===== config.mk =====
export PLATFORM = sky130hd
export DESIGN_NAME = blockfall_top
export DESIGN_NICKNAME = d
export VERILOG_FILES = /design/src/design/blockfall_pkg.sv /design/src/design/grid_ram.sv /design/src/design/grid_arbiter.sv /design/src/design/piece_tracker.sv /design/src/design/line_clearer.sv /design/src/design/apb_host_port.sv /design/src/design/blockfall_top.sv
export SDC_FILE = /design/constraint.sdc
export NUM_CORES = 1
export LEC_CHECK = 0
export BUFFER_PORTS_ARGS = -buffer_cell sky130_fd_sc_hd__buf_4
export CAP_MARGIN = 30
export CORE_AREA = 2 2 258 260
export CTS_CLUSTER_DIAMETER = 150
export CTS_CLUSTER_SIZE = 40
export DETAILED_ROUTE_END_ITERATION = 8
export DIE_AREA = 0 0 260 262
export PLACE_DENSITY_LB_ADDON = 0.2
export SYNTH_ARGS = -nofsm -noshare
export SYNTH_HDL_FRONTEND = slang
export SYNTH_SLANG_ARGS = --single-unit

===== constraint.sdc =====
create_clock -name clk_i -period 7.45 [get_ports clk_i]
set_clock_uncertainty 0.1 [all_clocks]
set_input_delay 1.49 -clock clk_i [delete_from_list [all_inputs] [get_ports clk_i]]
set_output_delay 1.49 -clock clk_i [all_outputs]
set_load 0.03 [all_outputs]

===== src/design/blockfall_pkg.sv =====
`default_nettype none

package blockfall_pkg;

  localparam int COLS = 8; // board width, sets the row word

  typedef logic [2:0] cell_t;        // 0 is empty
  typedef cell_t [COLS-1:0] row_t;   // one board row, one ram word

  typedef enum logic [1:0] {PIECE_O, PIECE_I, PIECE_T} piece_e;

  typedef enum logic [2:0] {
    MOVE_SPAWN,
    MOVE_LEFT,
    MOVE_RIGHT,
    MOVE_ROR,   // rot + 1
    MOVE_ROL,   // rot - 1
    MOVE_DOWN
  } move_e;

  // kind sits above op to match the cmd register layout
  typedef struct packed {
    piece_e kind;
    move_e  op;
  } cmd_t;

  typedef struct packed {
    logic              valid;
    piece_e            kind;
    logic [1:0]        rot;
    logic signed [3:0] x;
    logic signed [4:0] y;
  } piece_t;

  typedef struct packed {
    logic       req;
    logic       we;
    logic [4:0] addr;
    row_t       wdata;
  } grid_req_t;

  typedef struct packed {
    logic rvalid;
    row_t rdata;
  } grid_rsp_t;

  //////////////////////////////
  // shape table, offsets in a 4x4 box

  typedef struct packed {
    logic [1:0] dx;
    logic [1:0] dy;
  } offs_t;

  typedef offs_t [3:0] shape_t;

  function automatic shape_t shape_cells(piece_e kind, logic [1:0] rot);
    shape_t s;
    case (kind)
      PIECE_I: s = rot[0] ? {2'd2, 2'd0, 2'd2, 2'd1, 2'd2, 2'd2, 2'd2, 2'd3}
                          : {2'd0, 2'd1, 2'd1, 2'd1, 2'd2, 2'd1, 2'd3, 2'd1};
      PIECE_T: begin
        case (rot)
          2'd0:    s = {2'd1, 2'd0, 2'd0, 2'd1, 2'd1, 2'd1, 2'd2, 2'd1};
          2'd1:    s = {2'd1, 2'd0, 2'd1, 2'd1, 2'd2, 2'd1, 2'd1, 2'd2};
          2'd2:    s = {2'd0, 2'd1, 2'd1, 2'd1, 2'd2, 2'd1, 2'd1, 2'd2};
          default: s = {2'd1, 2'd0, 2'd0, 2'd1, 2'd1, 2'd1, 2'd1, 2'd2};
        endcase
      end
      default: s = {2'd1, 2'd0, 2'd2, 2'd0, 2'd1, 2'd1, 2'd2, 2'd1}; // O, no rotation
    endcase
    return s;
  endfunction

  function automatic cell_t piece_color(piece_e kind);
    return 3'(kind) + 3'd1;
  endfunction

endpackage

`default_nettype wire


===== src/design/grid_ram.sv =====
`timescale 1ns/100ps
`default_nettype none

module grid_ram #(
  parameter int ROWS = 16
) (
  input  logic                    clk_i,
  input  logic                    reset_i,
  input  blockfall_pkg::grid_req_t req_i,
  output blockfall_pkg::grid_rsp_t rsp_o,
  output logic                    ready_o   // low while clearing
);
  import blockfall_pkg::*;

  localparam int AW = $clog2(ROWS);

  row_t          mem_q [ROWS];
  logic [AW-1:0] clr_ptr_q;
  logic          clearing_q;
  logic          rvalid_q;
  row_t          rdata_q;

  assign ready_o = !clearing_q;
  assign rsp_o   = '{rvalid: rvalid_q, rdata: rdata_q};

  always_ff @(posedge clk_i) begin
    if (reset_i) begin
      clearing_q <= 1'b1;
      clr_ptr_q  <= '0;
      rvalid_q   <= 1'b0;
    end else begin
      rvalid_q <= req_i.req && !req_i.we && !clearing_q;
      if (clearing_q) begin
        clr_ptr_q <= clr_ptr_q + 1'b1;
        if (clr_ptr_q == AW'(ROWS - 1)) clearing_q <= 1'b0; // last row wiped
      end
    end
  end

  always_ff @(posedge clk_i) begin
    if (clearing_q) mem_q[clr_ptr_q] <= '0;
    else if (req_i.req && req_i.we) mem_q[req_i.addr[AW-1:0]] <= req_i.wdata;
    if (req_i.req && !req_i.we) rdata_q <= mem_q[req_i.addr[AW-1:0]];
  end

endmodule

`default_nettype wire


===== src/design/grid_arbiter.sv =====
`timescale 1ns/100ps
`default_nettype none

module grid_arbiter (
  input  logic                     clk_i,
  input  logic                     reset_i,
  input  blockfall_pkg::grid_req_t clr_req_i,
  input  blockfall_pkg::grid_req_t trk_req_i,
  input  blockfall_pkg::grid_req_t host_req_i,
  output logic                     clr_gnt_o,
  output logic                     trk_gnt_o,
  output logic                     host_gnt_o,
  output blockfall_pkg::grid_req_t mem_req_o,
  input  logic                     mem_ready_i
);

  typedef enum logic [1:0] {OWN_NONE, OWN_CLR, OWN_TRK, OWN_HOST} owner_e;

  owner_e owner_q, owner_d;

  always_comb begin
    owner_d = owner_q;
    // owner lets go by dropping req
    case (owner_q)
      OWN_CLR:  if (!clr_req_i.req) owner_d = OWN_NONE;
      OWN_TRK:  if (!trk_req_i.req) owner_d = OWN_NONE;
      OWN_HOST: if (!host_req_i.req) owner_d = OWN_NONE;
      default:  ;
    endcase
    if (owner_d == OWN_NONE && mem_ready_i) begin
      if (clr_req_i.req)       owner_d = OWN_CLR;  // clearer first
      else if (trk_req_i.req)  owner_d = OWN_TRK;
      else if (host_req_i.req) owner_d = OWN_HOST;
    end
  end

  assign clr_gnt_o  = (owner_d == OWN_CLR);
  assign trk_gnt_o  = (owner_d == OWN_TRK);
  assign host_gnt_o = (owner_d == OWN_HOST);

  always_comb begin
    case (owner_d)
      OWN_CLR:  mem_req_o = clr_req_i;
      OWN_TRK:  mem_req_o = trk_req_i;
      OWN_HOST: mem_req_o = host_req_i;
      default:  mem_req_o = '0;
    endcase
  end

  always_ff @(posedge clk_i) begin
    if (reset_i) owner_q <= OWN_NONE;
    else         owner_q <= owner_d;
  end

endmodule

`default_nettype wire


===== src/design/piece_tracker.sv =====
`timescale 1ns/100ps
`default_nettype none

module piece_tracker #(
  parameter int ROWS = 16
) (
  input  logic                     clk_i,
  input  logic                     reset_i,
  input  logic                     cmd_valid_i,
  input  blockfall_pkg::cmd_t      cmd_i,
  output logic                     busy_o,
  output logic                     last_ok_o,
  output logic                     game_over_o,
  output blockfall_pkg::piece_t    piece_o,
  output blockfall_pkg::grid_req_t grid_req_o,
  input  logic                     grid_gnt_i,
  input  blockfall_pkg::grid_rsp_t grid_rsp_i,
  output logic                     clear_start_o,
  input  logic                     clear_done_i
);
  import blockfall_pkg::*;

  typedef enum logic [2:0] {IDLE, CHECK, LOCK_RD, LOCK_WR, CLEAR_WAIT} trk_state_e;

  trk_state_e state_q;
  cmd_t       cmd_q;
  piece_t     piece_q, cand, chk;
  shape_t     shp;
  logic       busy_q, last_ok_q, game_over_q, wait_q;
  logic [2:0] idx_q;       // box row 0..3, 4 = all rows done
  logic       pre_bad, col_bad, row_used, row_bad, blocked, reject, rd_back;
  int         row_abs;
  row_t       merged, row_buf_q;

  assign busy_o      = busy_q;
  assign last_ok_o   = last_ok_q;
  assign game_over_o = game_over_q;
  assign piece_o     = piece_q;

  //////////////////////////////
  // candidate piece

  always_comb begin
    cand    = piece_q;
    pre_bad = game_over_q || !piece_q.valid;
    case (cmd_q.op)
      MOVE_SPAWN: begin
        cand.valid = 1'b1;
        cand.kind  = cmd_q.kind;
        cand.rot   = 2'd0;
        cand.x     = 4'sd2;
        cand.y     = 5'sd0;
        pre_bad    = game_over_q || piece_q.valid ||
                     !(cmd_q.kind inside {PIECE_O, PIECE_I, PIECE_T});
      end
      MOVE_LEFT:  cand.x   = piece_q.x - 4'sd1;
      MOVE_RIGHT: cand.x   = piece_q.x + 4'sd1;
      MOVE_ROR:   cand.rot = piece_q.rot + 2'd1;
      MOVE_ROL:   cand.rot = piece_q.rot - 2'd1;
      MOVE_DOWN:  cand.y   = piece_q.y + 5'sd1;
      default:    pre_bad  = 1'b1; // unused opcodes
    endcase
  end

  //////////////////////////////
  // cells of the current box row

  always_comb begin
    int cx;
    chk      = (state_q == CHECK) ? cand : piece_q; // lock works on the live piece
    shp      = shape_cells(chk.kind, chk.rot);
    row_abs  = int'(chk.y) + int'(idx_q);
    row_bad  = (row_abs < 0) || (row_abs >= ROWS);
    col_bad  = 1'b0;
    row_used = 1'b0;
    blocked  = 1'b0;
    merged   = grid_rsp_i.rdata;
    for (int i = 0; i < 4; i++) begin
      cx = int'(chk.x) + int'(shp[i].dx);
      if (cx < 0 || cx >= COLS) col_bad = 1'b1;
      else if (int'(shp[i].dy) == int'(idx_q)) begin
        row_used = 1'b1;
        if (grid_rsp_i.rdata[cx] != '0) blocked = 1'b1;
        merged[cx] = piece_color(chk.kind);
      end
    end
  end

  assign rd_back = wait_q && grid_gnt_i && grid_rsp_i.rvalid; // our row is back
  assign reject  = pre_bad || col_bad || (row_used && row_bad) || (rd_back && blocked);

  always_comb begin
    grid_req_o      = '0;
    grid_req_o.addr = 5'(row_abs);
    case (state_q)
      CHECK:   grid_req_o.req = !(pre_bad || col_bad || row_bad) && idx_q != 3'd4 && row_used;
      LOCK_RD: grid_req_o.req = idx_q != 3'd4 && row_used;
      LOCK_WR: begin
        grid_req_o.req   = 1'b1; // req stays up from the read, so no one cuts in
        grid_req_o.we    = 1'b1;
        grid_req_o.wdata = row_buf_q;
      end
      default: ;
    endcase
  end

  always_ff @(posedge clk_i) begin
    if (reset_i) begin
      state_q       <= IDLE;
      piece_q       <= '0;
      busy_q        <= 1'b0;
      last_ok_q     <= 1'b0;
      game_over_q   <= 1'b0;
      wait_q        <= 1'b0;
      idx_q         <= '0;
      clear_start_o <= 1'b0;
    end else begin
      clear_start_o <= 1'b0;
      case (state_q)
        IDLE: if (cmd_valid_i) begin
          busy_q  <= 1'b1;
          idx_q   <= '0;
          wait_q  <= 1'b0;
          state_q <= CHECK;
        end
        CHECK: begin
          if (reject) begin
            last_ok_q <= 1'b0;
            wait_q    <= 1'b0;
            idx_q     <= '0;
            if (!pre_bad && cmd_q.op == MOVE_DOWN) state_q <= LOCK_RD; // landed
            else begin
              if (!pre_bad && cmd_q.op == MOVE_SPAWN) game_over_q <= 1'b1;
              busy_q  <= 1'b0;
              state_q <= IDLE;
            end
          end else if (idx_q == 3'd4) begin
            piece_q   <= cand;
            last_ok_q <= 1'b1;
            busy_q    <= 1'b0;
            state_q   <= IDLE;
          end else if (!row_used) idx_q <= idx_q + 3'd1;
          else if (!wait_q) wait_q <= grid_gnt_i;
          else if (rd_back) begin
            wait_q <= 1'b0;
            idx_q  <= idx_q + 3'd1;
          end
        end
        LOCK_RD: begin
          if (idx_q == 3'd4) begin
            piece_q.valid <= 1'b0;
            clear_start_o <= 1'b1;
            state_q       <= CLEAR_WAIT;
          end else if (!row_used) idx_q <= idx_q + 3'd1;
          else if (!wait_q) wait_q <= grid_gnt_i;
          else if (rd_back) begin
            wait_q  <= 1'b0;
            state_q <= LOCK_WR;
          end
        end
        LOCK_WR: if (grid_gnt_i) begin
          idx_q   <= idx_q + 3'd1;
          state_q <= LOCK_RD;
        end
        default: if (clear_done_i) begin // CLEAR_WAIT
          busy_q  <= 1'b0;
          state_q <= IDLE;
        end
      endcase
    end
  end

  always_ff @(posedge clk_i) begin
    if (state_q == IDLE && cmd_valid_i) cmd_q <= cmd_i;
    if (state_q == LOCK_RD && rd_back) row_buf_q <= merged;
  end

endmodule

`default_nettype wire


===== src/design/line_clearer.sv =====
`timescale 1ns/100ps
`default_nettype none

module line_clearer #(
  parameter int ROWS = 16
) (
  input  logic                     clk_i,
  input  logic                     reset_i,
  input  logic                     start_i,
  output blockfall_pkg::grid_req_t grid_req_o,
  input  logic                     grid_gnt_i,
  input  blockfall_pkg::grid_rsp_t grid_rsp_i,
  output logic                     done_o,
  output logic [2:0]               lines_o
);
  import blockfall_pkg::*;

  typedef enum logic [2:0] {CLR_IDLE, CLR_RD, CLR_WAIT, CLR_WR, CLR_FILL} clr_state_e;

  clr_state_e        state_q;
  logic signed [5:0] rd_ptr_q, wr_ptr_q; // go negative past the top row
  logic [2:0]        found_q;
  logic              row_full, rd_back;
  row_t              row_q;

  assign rd_back = grid_gnt_i && grid_rsp_i.rvalid;

  always_comb begin
    row_full = 1'b1;
    for (int c = 0; c < COLS; c++)
      if (grid_rsp_i.rdata[c] == '0) row_full = 1'b0;
  end

  always_comb begin
    grid_req_o = '0;
    case (state_q)
      CLR_RD, CLR_WAIT: begin
        grid_req_o.req  = !rd_ptr_q[5];
        grid_req_o.addr = rd_ptr_q[4:0];
      end
      CLR_WR, CLR_FILL: begin
        grid_req_o.req   = !wr_ptr_q[5];
        grid_req_o.we    = 1'b1;
        grid_req_o.addr  = wr_ptr_q[4:0];
        grid_req_o.wdata = (state_q == CLR_WR) ? row_q : '0; // zeros at the top
      end
      default: ;
    endcase
  end

  always_ff @(posedge clk_i) begin
    if (reset_i) begin
      state_q  <= CLR_IDLE;
      rd_ptr_q <= '0;
      wr_ptr_q <= '0;
      found_q  <= '0;
      done_o   <= 1'b0;
      lines_o  <= '0;
    end else begin
      done_o <= 1'b0;
      case (state_q)
        CLR_IDLE: if (start_i) begin
          rd_ptr_q <= 6'(ROWS - 1);
          wr_ptr_q <= 6'(ROWS - 1);
          found_q  <= '0;
          state_q  <= CLR_RD;
        end
        CLR_RD: begin
          if (rd_ptr_q[5]) state_q <= CLR_FILL;
          else if (grid_gnt_i) state_q <= CLR_WAIT;
        end
        CLR_WAIT: if (rd_back) begin
          if (row_full) begin
            found_q  <= found_q + 3'd1; // drop it
            rd_ptr_q <= rd_ptr_q - 6'sd1;
            state_q  <= CLR_RD;
          end else if (rd_ptr_q != wr_ptr_q) state_q <= CLR_WR;
          else begin
            rd_ptr_q <= rd_ptr_q - 6'sd1; // already in place
            wr_ptr_q <= wr_ptr_q - 6'sd1;
            state_q  <= CLR_RD;
          end
        end
        CLR_WR: if (grid_gnt_i) begin
          rd_ptr_q <= rd_ptr_q - 6'sd1;
          wr_ptr_q <= wr_ptr_q - 6'sd1;
          state_q  <= CLR_RD;
        end
        default: begin // CLR_FILL
          if (wr_ptr_q[5]) begin
            done_o  <= 1'b1;
            lines_o <= found_q;
            state_q <= CLR_IDLE;
          end else if (grid_gnt_i) wr_ptr_q <= wr_ptr_q - 6'sd1;
        end
      endcase
    end
  end

  always_ff @(posedge clk_i) begin
    if (state_q == CLR_WAIT && rd_back) row_q <= grid_rsp_i.rdata;
  end

endmodule

`default_nettype wire


===== src/design/apb_host_port.sv =====
`timescale 1ns/100ps
`default_nettype none

module apb_host_port #(
  parameter int ROWS = 16
) (
  input  logic                     clk_i,
  input  logic                     reset_i,
  input  logic                     psel_i,
  input  logic                     penable_i,
  input  logic                     pwrite_i,
  input  logic [7:0]               paddr_i,
  input  logic [31:0]              pwdata_i,
  output logic [31:0]              prdata_o,
  output logic                     pready_o,
  output logic                     pslverr_o,
  output logic                     cmd_valid_o,
  output blockfall_pkg::cmd_t      cmd_o,
  input  logic                     busy_i,
  input  logic                     last_ok_i,
  input  logic                     game_over_i,
  input  blockfall_pkg::piece_t    piece_i,
  input  logic                     lines_valid_i,
  input  logic [2:0]               lines_i,
  output blockfall_pkg::grid_req_t grid_req_o,
  input  logic                     grid_gnt_i,
  input  blockfall_pkg::grid_rsp_t grid_rsp_i
);
  import blockfall_pkg::*;

  typedef enum logic [1:0] {RD_IDLE, RD_WAIT, RD_DONE} rd_state_e;

  rd_state_e  rd_state_q;
  logic       access, sel_cmd, sel_status, sel_piece, sel_row, row_rd, err;
  logic [3:0] row_idx;
  logic [7:0] lines_cnt_q;
  row_t       row_q;

  assign access     = psel_i && penable_i;
  assign row_idx    = paddr_i[5:2];
  assign sel_cmd    = (paddr_i == 8'h00);
  assign sel_status = (paddr_i == 8'h04);
  assign sel_piece  = (paddr_i == 8'h08);
  assign sel_row    = (paddr_i[7:6] == 2'b01) && (paddr_i[1:0] == 2'b00) &&
                      (int'(row_idx) < ROWS);

  // unmapped, read-only written, or cmd while busy
  assign err = !(sel_cmd || sel_status || sel_piece || sel_row) ||
               (pwrite_i && !sel_cmd) || (pwrite_i && sel_cmd && busy_i);

  assign row_rd      = access && !pwrite_i && sel_row;
  assign pready_o    = access && (!row_rd || rd_state_q == RD_DONE);
  assign pslverr_o   = pready_o && err;
  assign cmd_valid_o = access && pwrite_i && sel_cmd && !busy_i;
  assign cmd_o       = cmd_t'(pwdata_i[4:0]);

  always_comb begin
    grid_req_o      = '0;
    grid_req_o.req  = row_rd && rd_state_q != RD_DONE; // held to keep the grant
    grid_req_o.addr = {1'b0, row_idx};
  end

  always_comb begin
    prdata_o = '0;
    if (sel_status) prdata_o = {16'd0, lines_cnt_q, 5'd0, game_over_i, last_ok_i, busy_i};
    else if (sel_piece) prdata_o[13:0] = piece_i;
    else if (sel_row) prdata_o[23:0] = row_q;
  end

  always_ff @(posedge clk_i) begin
    if (reset_i) begin
      rd_state_q  <= RD_IDLE;
      lines_cnt_q <= '0;
    end else begin
      if (lines_valid_i) lines_cnt_q <= lines_cnt_q + 8'(lines_i);
      case (rd_state_q)
        RD_IDLE: if (row_rd && grid_gnt_i) rd_state_q <= RD_WAIT;
        RD_WAIT: if (grid_gnt_i && grid_rsp_i.rvalid) rd_state_q <= RD_DONE;
        default: rd_state_q <= RD_IDLE; // pready went out this cycle
      endcase
    end
  end

  always_ff @(posedge clk_i) begin
    if (rd_state_q == RD_WAIT && grid_gnt_i && grid_rsp_i.rvalid) row_q <= grid_rsp_i.rdata;
  end

endmodule

`default_nettype wire


===== src/design/blockfall_top.sv =====
`timescale 1ns/100ps
`default_nettype none

module blockfall_top #(
  parameter int ROWS = 16
) (
  input  logic        clk_i,
  input  logic        reset_i,
  input  logic        psel_i,
  input  logic        penable_i,
  input  logic        pwrite_i,
  input  logic [7:0]  paddr_i,
  input  logic [31:0] pwdata_i,
  output logic [31:0] prdata_o,
  output logic        pready_o,
  output logic        pslverr_o
);
  import blockfall_pkg::*;

  grid_req_t  clr_req, trk_req, host_req, mem_req;
  grid_rsp_t  mem_rsp;     // shared by all three peers
  logic       clr_gnt, trk_gnt, host_gnt, mem_ready;
  logic       cmd_valid, busy, last_ok, game_over;
  logic       clear_start, clear_done;
  logic [2:0] lines;
  cmd_t       cmd;
  piece_t     piece;

  //////////////////////////////
  // board memory and its arbiter

  grid_ram #(.ROWS(ROWS)) u_ram (
    .clk_i(clk_i), .reset_i(reset_i),
    .req_i(mem_req), .rsp_o(mem_rsp), .ready_o(mem_ready)
  );

  grid_arbiter u_arb (
    .clk_i(clk_i), .reset_i(reset_i),
    .clr_req_i(clr_req), .trk_req_i(trk_req), .host_req_i(host_req),
    .clr_gnt_o(clr_gnt), .trk_gnt_o(trk_gnt), .host_gnt_o(host_gnt),
    .mem_req_o(mem_req), .mem_ready_i(mem_ready)
  );

  //////////////////////////////
  // peers

  piece_tracker #(.ROWS(ROWS)) u_tracker (
    .clk_i(clk_i), .reset_i(reset_i),
    .cmd_valid_i(cmd_valid), .cmd_i(cmd),
    .busy_o(busy), .last_ok_o(last_ok), .game_over_o(game_over), .piece_o(piece),
    .grid_req_o(trk_req), .grid_gnt_i(trk_gnt), .grid_rsp_i(mem_rsp),
    .clear_start_o(clear_start), .clear_done_i(clear_done)
  );

  line_clearer #(.ROWS(ROWS)) u_clearer (
    .clk_i(clk_i), .reset_i(reset_i), .start_i(clear_start),
    .grid_req_o(clr_req), .grid_gnt_i(clr_gnt), .grid_rsp_i(mem_rsp),
    .done_o(clear_done), .lines_o(lines)
  );

  apb_host_port #(.ROWS(ROWS)) u_host (
    .clk_i(clk_i), .reset_i(reset_i),
    .psel_i(psel_i), .penable_i(penable_i), .pwrite_i(pwrite_i),
    .paddr_i(paddr_i), .pwdata_i(pwdata_i),
    .prdata_o(prdata_o), .pready_o(pready_o), .pslverr_o(pslverr_o),
    .cmd_valid_o(cmd_valid), .cmd_o(cmd),
    .busy_i(busy), .last_ok_i(last_ok), .game_over_i(game_over), .piece_i(piece),
    .lines_valid_i(clear_done), .lines_i(lines),
    .grid_req_o(host_req), .grid_gnt_i(host_gnt), .grid_rsp_i(mem_rsp)
  );

endmodule

`default_nettype wire


Word level (Yosys, flattened, before mapping). Memories as Yosys holds them, arrays and structs flattened. A register that Yosys moved wholly into a read port is not among the register bits. Cells that the tools add are included. Widths: inputs -> output; s select.

$add $sub $neg: 17. Mux-type cells: 174. Bitwise logic cells: 6. $lt $le $gt $ge: 18. Eq/ne operators: 64. Reduce and logical (&&, ||, !) cells: 124.

Operators with widths (count): $mux 24 (14); $lt 32x1->1 const B (5); $ge 32x1->1 const B (4); $ge 32x5->1 const B (4); $lt 32x5->1 const B (4); $mux 3 (41); $bwmux 24 (4); $pmux 31 s3 (1); $mux 6 (11); $mux 1 (57); $pmux 15 s3 (1); $mux 14 (3); $logic_and 1x1->1 (38); $bmux 3 s3 (4); $demux 3 s3 (4); $pmux 3 s4 (3); $logic_not 3->1 (11); $ge 32x6->1 const B (1); $pmux 16 s2 (1); $reduce_bool 3->1 (9); $pmux 6 s4 (1); $reduce_or 24->1 (1); $mux 2 (11); $add 4x3->5 (4); other kinds (58) (166).

Bits in registers: 142. RAM bits: 384. Input bits: 45. Memories kept: 1.

Memory list: u_ram.mem_q (depth 16, width 24, rd ports 1, clocked after Yosys merged registers in 1, wr ports 1, RTL line grid_ram.sv:17) `row_t mem_q [ROWS];`.

Longest topological paths before layout. Gate-level depths: netlist (run 1).

Word-level depth: 34. Mapped depth: 29.

Cells and area by module. Synthesis (run 1) repeated with hierarchy kept, for this count alone.

Cells, all modules: 1975. Area total of the unflattened synthesis: 26596.8 um^2.

By module, submodules not included: grid_ram (area each 15956.6 um^2, times used 1, cells each 806); piece_tracker (area each 4963.5 um^2, times used 1, cells each 545); line_clearer (area each 2503.7 um^2, times used 1, cells each 269); apb_host_port (area each 1971.9 um^2, times used 1, cells each 192); grid_arbiter (area each 1201.2 um^2, times used 1, cells each 163).

Worst setup path before layout (run 1). Ideal clock, no wire load.

Kind: register -> register. Start point: reg u_tracker.state_q[2]. End point: reg u_host.row_q[0] in the netlist's numbering, enable pin. Slack: 0.025 ns. Period minus slack after synthesis: 7.425 ns. Path buffers: 7. Cell stages (with the launch flop): 25. Required time: 6.915 ns. Arrival time: 6.890 ns. Cells stage by stage: dfxtp_1 -> clkbuf_1 -> nor3b_2 -> clkbuf_1 -> nand2_1 -> mux2i_1 -> inv_1 -> ha_1 -> clkbuf_1 -> o21ai_0 -> inv_1 -> ha_1 -> a21oi_1 -> a21oi_2 -> or3_1 -> a2111oi_4 -> nor2_1 -> and3_1 -> buf_6 -> nor2_1 -> buf_2 -> buf_2 -> buf_1 -> nand2_1 -> nor3_1.

Longest elaborated chain between the ends: 27.

RTL lines: start: declaration (RTL line piece_tracker.sv:25) `trk_state_e state_q;`; start signal: assignment (RTL line piece_tracker.sv:109) `state_q <= IDLE;`; start signal: assignment (RTL line piece_tracker.sv:124) `state_q <= CHECK;`; start signal: assignment (RTL line piece_tracker.sv:131) `if (!pre_bad && cmd_q.op == MOVE_DOWN) state_q <= LOCK_RD;`; parallel branches: the longest is 17 deep, another holds $lt 32x1->1; $pmux 1 s3 (*) (RTL line piece_tracker.sv:95) `case (state_q)`; $mux 2 (RTL line grid_arbiter.sv:26) `OWN_TRK: if (!trk_req_i.req) owner_d = OWN_NONE;`; $pmux 2 s3 (RTL line grid_arbiter.sv:24) `case (owner_q)`; $mux 2 (RTL line grid_arbiter.sv:33) `else if (host_req_i.req) owner_d = OWN_HOST;`; $mux 2 (RTL line grid_arbiter.sv:32) `else if (trk_req_i.req) owner_d = OWN_TRK;`; $mux 2 (RTL line grid_arbiter.sv:31) `if (clr_req_i.req) owner_d = OWN_CLR;`; $mux 2 (*) (RTL line grid_arbiter.sv:30) `if (owner_d == OWN_NONE && mem_ready_i) begin`; $eq 2x2->1 (*) (RTL line grid_arbiter.sv:39) `assign host_gnt_o = (owner_d == OWN_HOST);`; $logic_and 1x1->1 (*) (2 in a row) (RTL line apb_host_port.sv:85) `if (rd_state_q == RD_WAIT && grid_gnt_i && grid_rsp_i.rvalid) row_q <= grid_rsp_i.rdata;`; end signal: assignment (RTL line apb_host_port.sv:85); end: declaration (RTL line apb_host_port.sv:37) `row_t row_q;`.

Mark *: on every way between the ends. A chain may end at the register's enable or synchronous reset.

Worst setup path in the final report (run 1).
Start point: reg u_tracker.state_q[0]. End point: reg u_ram.rdata_q (netlist bit u_ram.rsp_o[6]), read port of u_ram.mem_q (data pin).

Longest elaborated chain between the ends: 28.

RTL lines: parallel branches: the longest is 25 deep, another holds $lt 32x1->1; $pmux 31 s3 (*) (RTL line grid_arbiter.sv:42) `case (owner_d)`; $logic_not 1->1 (RTL line grid_ram.sv:43) `if (req_i.req && !req_i.we) rdata_q <= mem_q[req_i.addr[AW-1:0]];`; $logic_and 1x1->1 (RTL line grid_ram.sv:43); end: declaration (RTL line grid_ram.sv:21) `row_t rdata_q;`.

Marks and branches as above.

==> reports/metrics.cfg, run 1 <==
[synthesis]
syn_inst = 2133
yosysWarnings = 0
yosys-top-cells-area = edfxtp_1 (56%), dfxtp_1 (5.0%), o211ai_1 (4.3%), nand2_1 (2.3%), inv_1 (2.1%)
synth_area_mm2 = 0.0260
ys_ff_latch = 550
yosys.cell_count.top_type = edfxtp_1
synth_top_cell_by_area = edfxtp_1
synth-seq-area-share_pct = 61.0
synth.avg_cell_area_um2 = 12.2
yosys_most_used_dff = edfxtp_1
netlist.area_leader.share_pct = 56.0
async_reset_ff_share_pct = 0
yosysUniqueCellTypes = 89
yosys-top-cells-count = edfxtp_1 (485), nand2_1 (158), o211ai_1 (150)
synth_edf_count = 485

[worst_setup_path]
cp_slowest_cell = or3b_2
cp_cell_sequence = or3b_2 -> a2bb2oi_1 -> and2_1 -> ha_1 -> and2_1 -> nor2_1 -> ha_1 -> inv_1 -> fa_1 -> nor4b_1 -> and3_1 -> nand4_1 -> mux2i_1 -> a41oi_1 -> a211o_1 -> buf_4 -> a41oi_4 -> o21a_4 -> buf_12 -> o2111ai_1 -> nand4_1 -> o221ai_1
max_stage_delay_ns = 0.61
crit_cells = 22
critical-path-top-delay-family = simple AND/OR/NAND/NOR gates
critPathLaunchType = flop
required_ns = 7.66
r2r_cells = 22
critPathMaxFanout = 76
cp.arrival_ns = 7.23
end_kind = flop
cp.buffers_inverters = 3
crit_type = reg2reg

[power]
ir_drop_mv = 0.134
seqPwrFrac_pct = 65.3
combPwrFrac_pct = 9.1
swShare_pct = 23.2
p_clk_share_pct = 25.7
power.total_mw = 5.22
internal-power_mw = 4.01
p_per_area_mw_per_mm2 = 184
power_switching_mw = 1.21
leakage_nw = 9.55

[sta]
period_needed_ns = 7.02
final_max_slew_viol_count = 0
max_freq_ghz = 0.142
finalSetupTns_ns = 0
fin_crit_sh_pct = 94.2
setup_viol_count_final = 0
hold_viol = 0
slew_headroom_pct = 29.4
holdWs_ns = 0.376
setup_slack_ns = 0.430
rsz0062_at_grt = no
worst_slew_pin_slew_ns = 1.06

[clock_tree]
cts_max_level = 1
numCtsBuffers = 17
postCtsSetupBuffers = 0
tritoncts = yes
cts-root-buf = clkbuf_16
cts_hold_buf = 0
clock-sinks = 550
clk_pin_slew_ns = 0.15
clockBufferDepth = 3
clk-insertion-delay-late_ns = 0.59

[drt]
vias_per_cell = 5.84
vias = 17540
firstDrtPassIters = 6
wirelength_um = 68600
wire_per_inst_um = 22.8
ant_nets = 0
drtIter0Drc = 1702
drc = 0

[placed_design]
pre_cts_ws_ns = 0.421
port_buffers = 43
dp_cells = 2965
postPlaceCellArea_mm2 = 0.0278
place_hpwl_um = 45000
gp_congestion = 0.886

[status]
outcome = finished, final reports clean

[finish]
nFillCells = 5965
drive_above_1_share_pct = 11.7
diodes = 0
fin_util_pct = 43.5
nets = 2213
synthToLayoutAreaGrowth_pct = 9.24
stdcell_area_mm2 = 0.0284
stdcell_count = 3005

[floorplanning]
start_util_pct = 39.8
die_w_um = 260
die-height_um = 262
pin_count = 79
num_rows = 94
fp.coreArea_mm2 = 0.0653
die_area_mm2 = 0.0681

[worst_hold_path]
min_path_cells = 2
hp-class = reg2reg

[flow_run]
maxCapViolCount = 0

[global_routing]
globalRouteOverflowTotal = 0
grt_pass1_vias = 16724
grt_first_pass_wirelength_um = 104000
track_usage_pct = 19.8
grt_max_degree = 98
grt_antenna_before_repair = 0

[cell type report]
| class | instances | area [um2] | area share (%) |
|---|---|---|---|
| sequential | 550 | 15900 | 55.9 |
| multi-input combinational | 1281 | 9120 | 32.1 |
| timing repair buffer | 137 | 1310 | 4.61 |
| tap | 864 | 1080 | 3.81 |
| inverter | 144 | 541 | 1.90 |
| clock buffer | 27 | 463 | 1.63 |
| clock inverter | 2 | 15.0 | 0.0529 |
[state kept, by name, indices dropped and copies added, names as in the netlist, 4 cells and up]
signal	cells
u_ram.mem_q	384
u_clearer.row_q	24
u_host.row_q	24
u_ram.rsp_o	24
u_tracker.row_buf_q	24
u_tracker.piece_o	14
u_host.lines_cnt_q	8
u_clearer.rd_ptr_q	6
u_clearer.wr_ptr_q	6
u_tracker.cmd_q	5
u_ram.clr_ptr_q	4
[final timing paths]
kind,slack [ns],endpoint,startpoint
max,0.43,u_ram.rsp_o[6]$_DFFE_PN_,u_tracker.state_q[0]$_SDFFE_PP0P_
min,0.38,u_clearer.lines_o[0]$_SDFFE_PP0P_,u_clearer.lines_o[0]$_SDFFE_PP0P_
min reg2reg,0.38,u_clearer.lines_o[0]$_SDFFE_PP0P_,u_clearer.lines_o[0]$_SDFFE_PP0P_
max reg2reg,0.43,u_ram.rsp_o[6]$_DFFE_PN_,u_tracker.state_q[0]$_SDFFE_PP0P_
[worst min-delay path, stage by stage, from the launching register on]
cell	delay [ns]
dfxtp_1	0.35
nand2_1	0.05
a21oi_1	0.05
[cells in the final DEF (no fill, tap or decap), types with 10 or more instances in the layout]
master	netlist	layout
nor2_1	130	112
buf_4	10	110
nand2b_1	19	19
nor3_1	32	31
ha_1	30	30
or3_1	18	18
dfxtp_1	65	65
nand4_1	34	34
mux2_2	29	29
mux2i_1	43	42
o221ai_1	25	25
a22o_1	32	32
a211oi_1	11	11
inv_1	144	144
o211ai_1	150	150
buf_12	0	19
edfxtp_1	485	485
nor2_4	0	12
o21ai_0	51	49
clkbuf_16	0	18
nand3_1	20	20
nor2b_1	19	19
a311o_1	25	25
xor2_1	12	12
o22ai_1	14	12
a221oi_1	28	28
xnor2_1	25	25
o2111ai_1	47	47
nand2_1	158	158
a21oi_1	79	79
and2_1	45	45
clkbuf_1	109	10
a22oi_1	29	29
[cell families after synthesis]
group / count (synthesis) / synth area share (%)
xor+xnor: 37 / 1.25
buf+inv: 309 / 4.83
fa+ha+maj: 38 / 2.02
mux: 81 / 3.69
compound gates: 594 / 17.3
simple gates: 523 / 9.90
flops: 550 / 61.0
other cells: 1 / 0.0144
[power groups by stage]
stage	sequential [mW]	combinational (mW)	clock (mW)
floorplan	3.46	0.344	0
detailed placement	3.47	0.471	0
global placement	3.47	0.468	0
CTS	3.41	0.474	1.38
finish	3.41	0.474	1.34
global route	3.41	0.521	1.47
[metal layers]
metal  track usage [%]  up-vias  share of wire (%)
met5                 0        -                  0
met4              3.93        0                1.6
met3              2.30       58                4.9
met2              33.2      453                 48
met1              27.7     8868                 45
li1                  -     8161                  -
[timing repair]
action,CTS,global route
gates resized for setup,0,2
endpoints found under the hold margin,0,0
endpoints found under the setup margin,0,45
(Power assumes the default switching activity.)
==> run 2, diff against run 1 <==
- BUFFER_PORTS_ARGS: -buffer_cell sky130_fd_sc_hd__buf_4 -> unset
- DONT_BUFFER_PORTS: unset -> 1
- REMOVE_ABC_BUFFERS: unset -> 1
==> run 2 against run 1 <==
  * Hold slack worse by 0.012 ns
  * Non-clock buffer count decreased by 38
  * Flip-flop and latch count unchanged
  * First-iteration DRC count up 5.2%
  * Critical path depth up 4
  * Setup slack lost 0.14 ns
  * Clock power grew 4%
  * Cell count down 1.4%
==> reports/metrics.cfg, run 2 (synthesis gave the netlist of run 1 again) <==
[sta]
worst_slew_pin_slew_ns = 1.04  ; -0.0156 ns
setup_viol_count_final = 0  ; unchanged
holdWs_ns = 0.364  ; -0.0116 ns
finalSetupTns_ns = 0  ; unchanged
period_needed_ns = 7.16  ; +0.144 ns
fin_crit_sh_pct = 96.2  ; +1.9 points
hold_viol = 0  ; unchanged
final_max_slew_viol_count = 0  ; unchanged
rsz0062_at_grt = no
max_freq_ghz = 0.140  ; -2.0%
slew_headroom_pct = 30.4  ; +1.0 points
setup_slack_ns = 0.286  ; -0.144 ns

[worst_setup_path]
r2r_cells = 26  ; +18%
required_ns = 7.72  ; +0.06 ns
rrSetupSlack_ns = 0.29  ; -0.14 ns
crit_type = reg2reg
critPathMaxFanout = 55  ; -28%
r2r_end = u_ram.rsp_o[9]$_DFFE_PN_
cp.arrival_ns = 7.43  ; +0.20 ns
cp-endpoint = u_ram.rsp_o[9]$_DFFE_PN_
critPathLaunchType = flop
regToRegStartpoint = u_tracker.state_q[0]$_SDFFE_PP0P_
end_kind = flop
critPathLaunch = u_tracker.state_q[0]$_SDFFE_PP0P_

[worst_hold_path]
hp-class = reg2reg

[placed_design]
dp_cells = 2931  ; -1.1%
place_hpwl_um = 45900  ; +1.9%
pre_cts_ws_ns = 0.249  ; -0.172 ns
gp_congestion = 0.849  ; -4.2%
port_buffers = 0  ; -100%

[power]
p_per_area_mw_per_mm2 = 187  ; +1.5%
ir_drop_mv = 0.138  ; +3.2%
swShare_pct = 23.8  ; +0.56 points
seqPwrFrac_pct = 64.4  ; -0.9 points
p_clk_share_pct = 26.5  ; +0.8 points
internal-power_mw = 4.03  ; +0.64%
leakage_nw = 9.44  ; -1.2%
power_switching_mw = 1.26  ; +3.8%
combPwrFrac_pct = 9.1  ; about the same

[global_routing]
grt_antenna_before_repair = 0  ; unchanged
grt_pass1_vias = 17170  ; +2.7%
grt_first_pass_wirelength_um = 109000  ; +4.9%
globalRouteOverflowTotal = 0  ; unchanged
track_usage_pct = 21.2  ; +1.4 points
grt_max_degree = 95  ; -3.1%

[finish]
stdcell_count = 2962  ; -1.4%
nets = 2176  ; -1.7%
synthToLayoutAreaGrowth_pct = 9.14  ; about the same
layout_common_cells = edfxtp_1 (485), nand2_1 (157), o211ai_1 (150)
drive_above_1_share_pct = 10.6  ; -1.1 points
layout_commonest_cell = edfxtp_1
largest_register_ffs = 384  ; unchanged
fin_util_pct = 43.5  ; about the same
diodes = 0  ; unchanged
regMostFlops = u_ram.mem_q

[floorplanning]
num_rows = 94  ; unchanged
die-height_um = 262  ; unchanged
die_w_um = 260  ; unchanged
pin_count = 79  ; unchanged
fp.coreArea_mm2 = 0.0653  ; unchanged
start_util_pct = 39.8  ; unchanged
die_area_mm2 = 0.0681  ; unchanged

[drt]
vias = 17647  ; +0.61%
vias_per_cell = 5.96  ; +2.1%
ant_nets = 0  ; unchanged
drc = 0  ; unchanged
firstDrtPassIters = 5  ; -1
drtIter0Drc = 1791  ; +5.2%
wirelength_um = 72700  ; +6.0%
wire_per_inst_um = 24.5  ; +7.6%

[status]
outcome = finished, final reports clean

[clock_tree]
cts_max_level = 1  ; unchanged
clk-insertion-delay-late_ns = 0.61  ; +0.02 ns
clock-sinks = 550  ; unchanged
numCtsBuffers = 18  ; +1
tritoncts = yes
cts-root-buf = clkbuf_16
cts_hold_buf = 0  ; unchanged
clk_pin_slew_ns = 0.15  ; about the same
clockBufferDepth = 3  ; unchanged

[flow_run]
maxCapViolCount = 0  ; unchanged

## run 2: cell count changes in the layout (fill, tap and decap cells not counted), sizes merged
cell	delta
clkinv	+4
inv	-1
buf	-36
clkbuf	-10
## run 2: power groups by stage
stage	clock network [mW]	registers [mW]	logic (mW)
floorplan	0	3.47	0.324
global placement	0	3.47	0.468
detailed placement	0	3.47	0.475
CTS	1.44	3.40	0.478
global route	1.53	3.41	0.526
finish	1.40	3.41	0.481
## run 2: worst min path at each step
stage / start / to / slack [ns] / cells after the start
6_report: u_clearer.lines_o[0]$_SDFFE_PP0P_ / u_clearer.lines_o[0]$_SDFFE_PP0P_ / 0.36 / 2
5_1_grt: u_clearer.lines_o[2]$_SDFFE_PP0P_ / u_clearer.lines_o[2]$_SDFFE_PP0P_ / 0.40 / 2
4_1_cts: u_clearer.lines_o[0]$_SDFFE_PP0P_ / u_clearer.lines_o[0]$_SDFFE_PP0P_ / 0.37 / 2
3_5_place_dp: u_clearer.lines_o[0]$_SDFFE_PP0P_ / u_clearer.lines_o[0]$_SDFFE_PP0P_ / 0.35 / 2
3_3_place_gp: u_clearer.lines_o[0]$_SDFFE_PP0P_ / u_clearer.lines_o[0]$_SDFFE_PP0P_ / 0.35 / 2
2_1_floorplan: u_clearer.lines_o[0]$_SDFFE_PP0P_ / u_clearer.lines_o[0]$_SDFFE_PP0P_ / 0.33 / 2
## run 2: cell type report
type | count | area, um2
well taps | 864 | 1080
clock inverters | 5 | 80.1
multi-input cells | 1281 | 9170
clock buffers | 19 | 454
inverters | 144 | 541
repair buffers | 99 | 1180
fillers | 5999 | 36900
flip-flops and latches | 550 | 15900
## run 2: metal layers
layer  routed length [um]  track usage [%]
met1                32300             29.6
met2                34000             34.7
met5                    0                0
met4                 2290             6.23
met3                 4180             2.71
## run 2: critical path: stages, from the launching register on
cell	delay, ns
dfxtp_1	0.51
nor3b_2	0.30
buf_4	0.25
nand2_1	0.12
mux2i_1	0.35
inv_1	0.25
ha_1	0.33
inv_1	0.15
nor2_1	0.07
nor2_1	0.10
ha_1	0.19
inv_1	0.06
fa_1	0.42
nor4b_1	0.30
and3_1	0.20
nand4_1	0.11
mux2i_1	0.43
a41oi_1	0.26
a211o_1	0.39
buf_4	0.21
a32oi_4	0.33
buf_12	0.31
buf_4	0.31
o211ai_1	0.11
o211ai_1	0.12
nand4_1	0.21
o221ai_1	0.41
## run 2: timing repair
item,CTS,global route
gates resized for setup,0,8
setup endpoints to repair,0,277
setup buffers,0,2
## run 2: per-stage QoR
step	instance area, um2	power, mW
5_1_grt	28400	5.47
4_1_cts	28300	5.33
3_3_place_gp	27700	3.94
2_1_floorplan	25300	3.79
6_report	28400	5.29
3_5_place_dp	27700	3.95
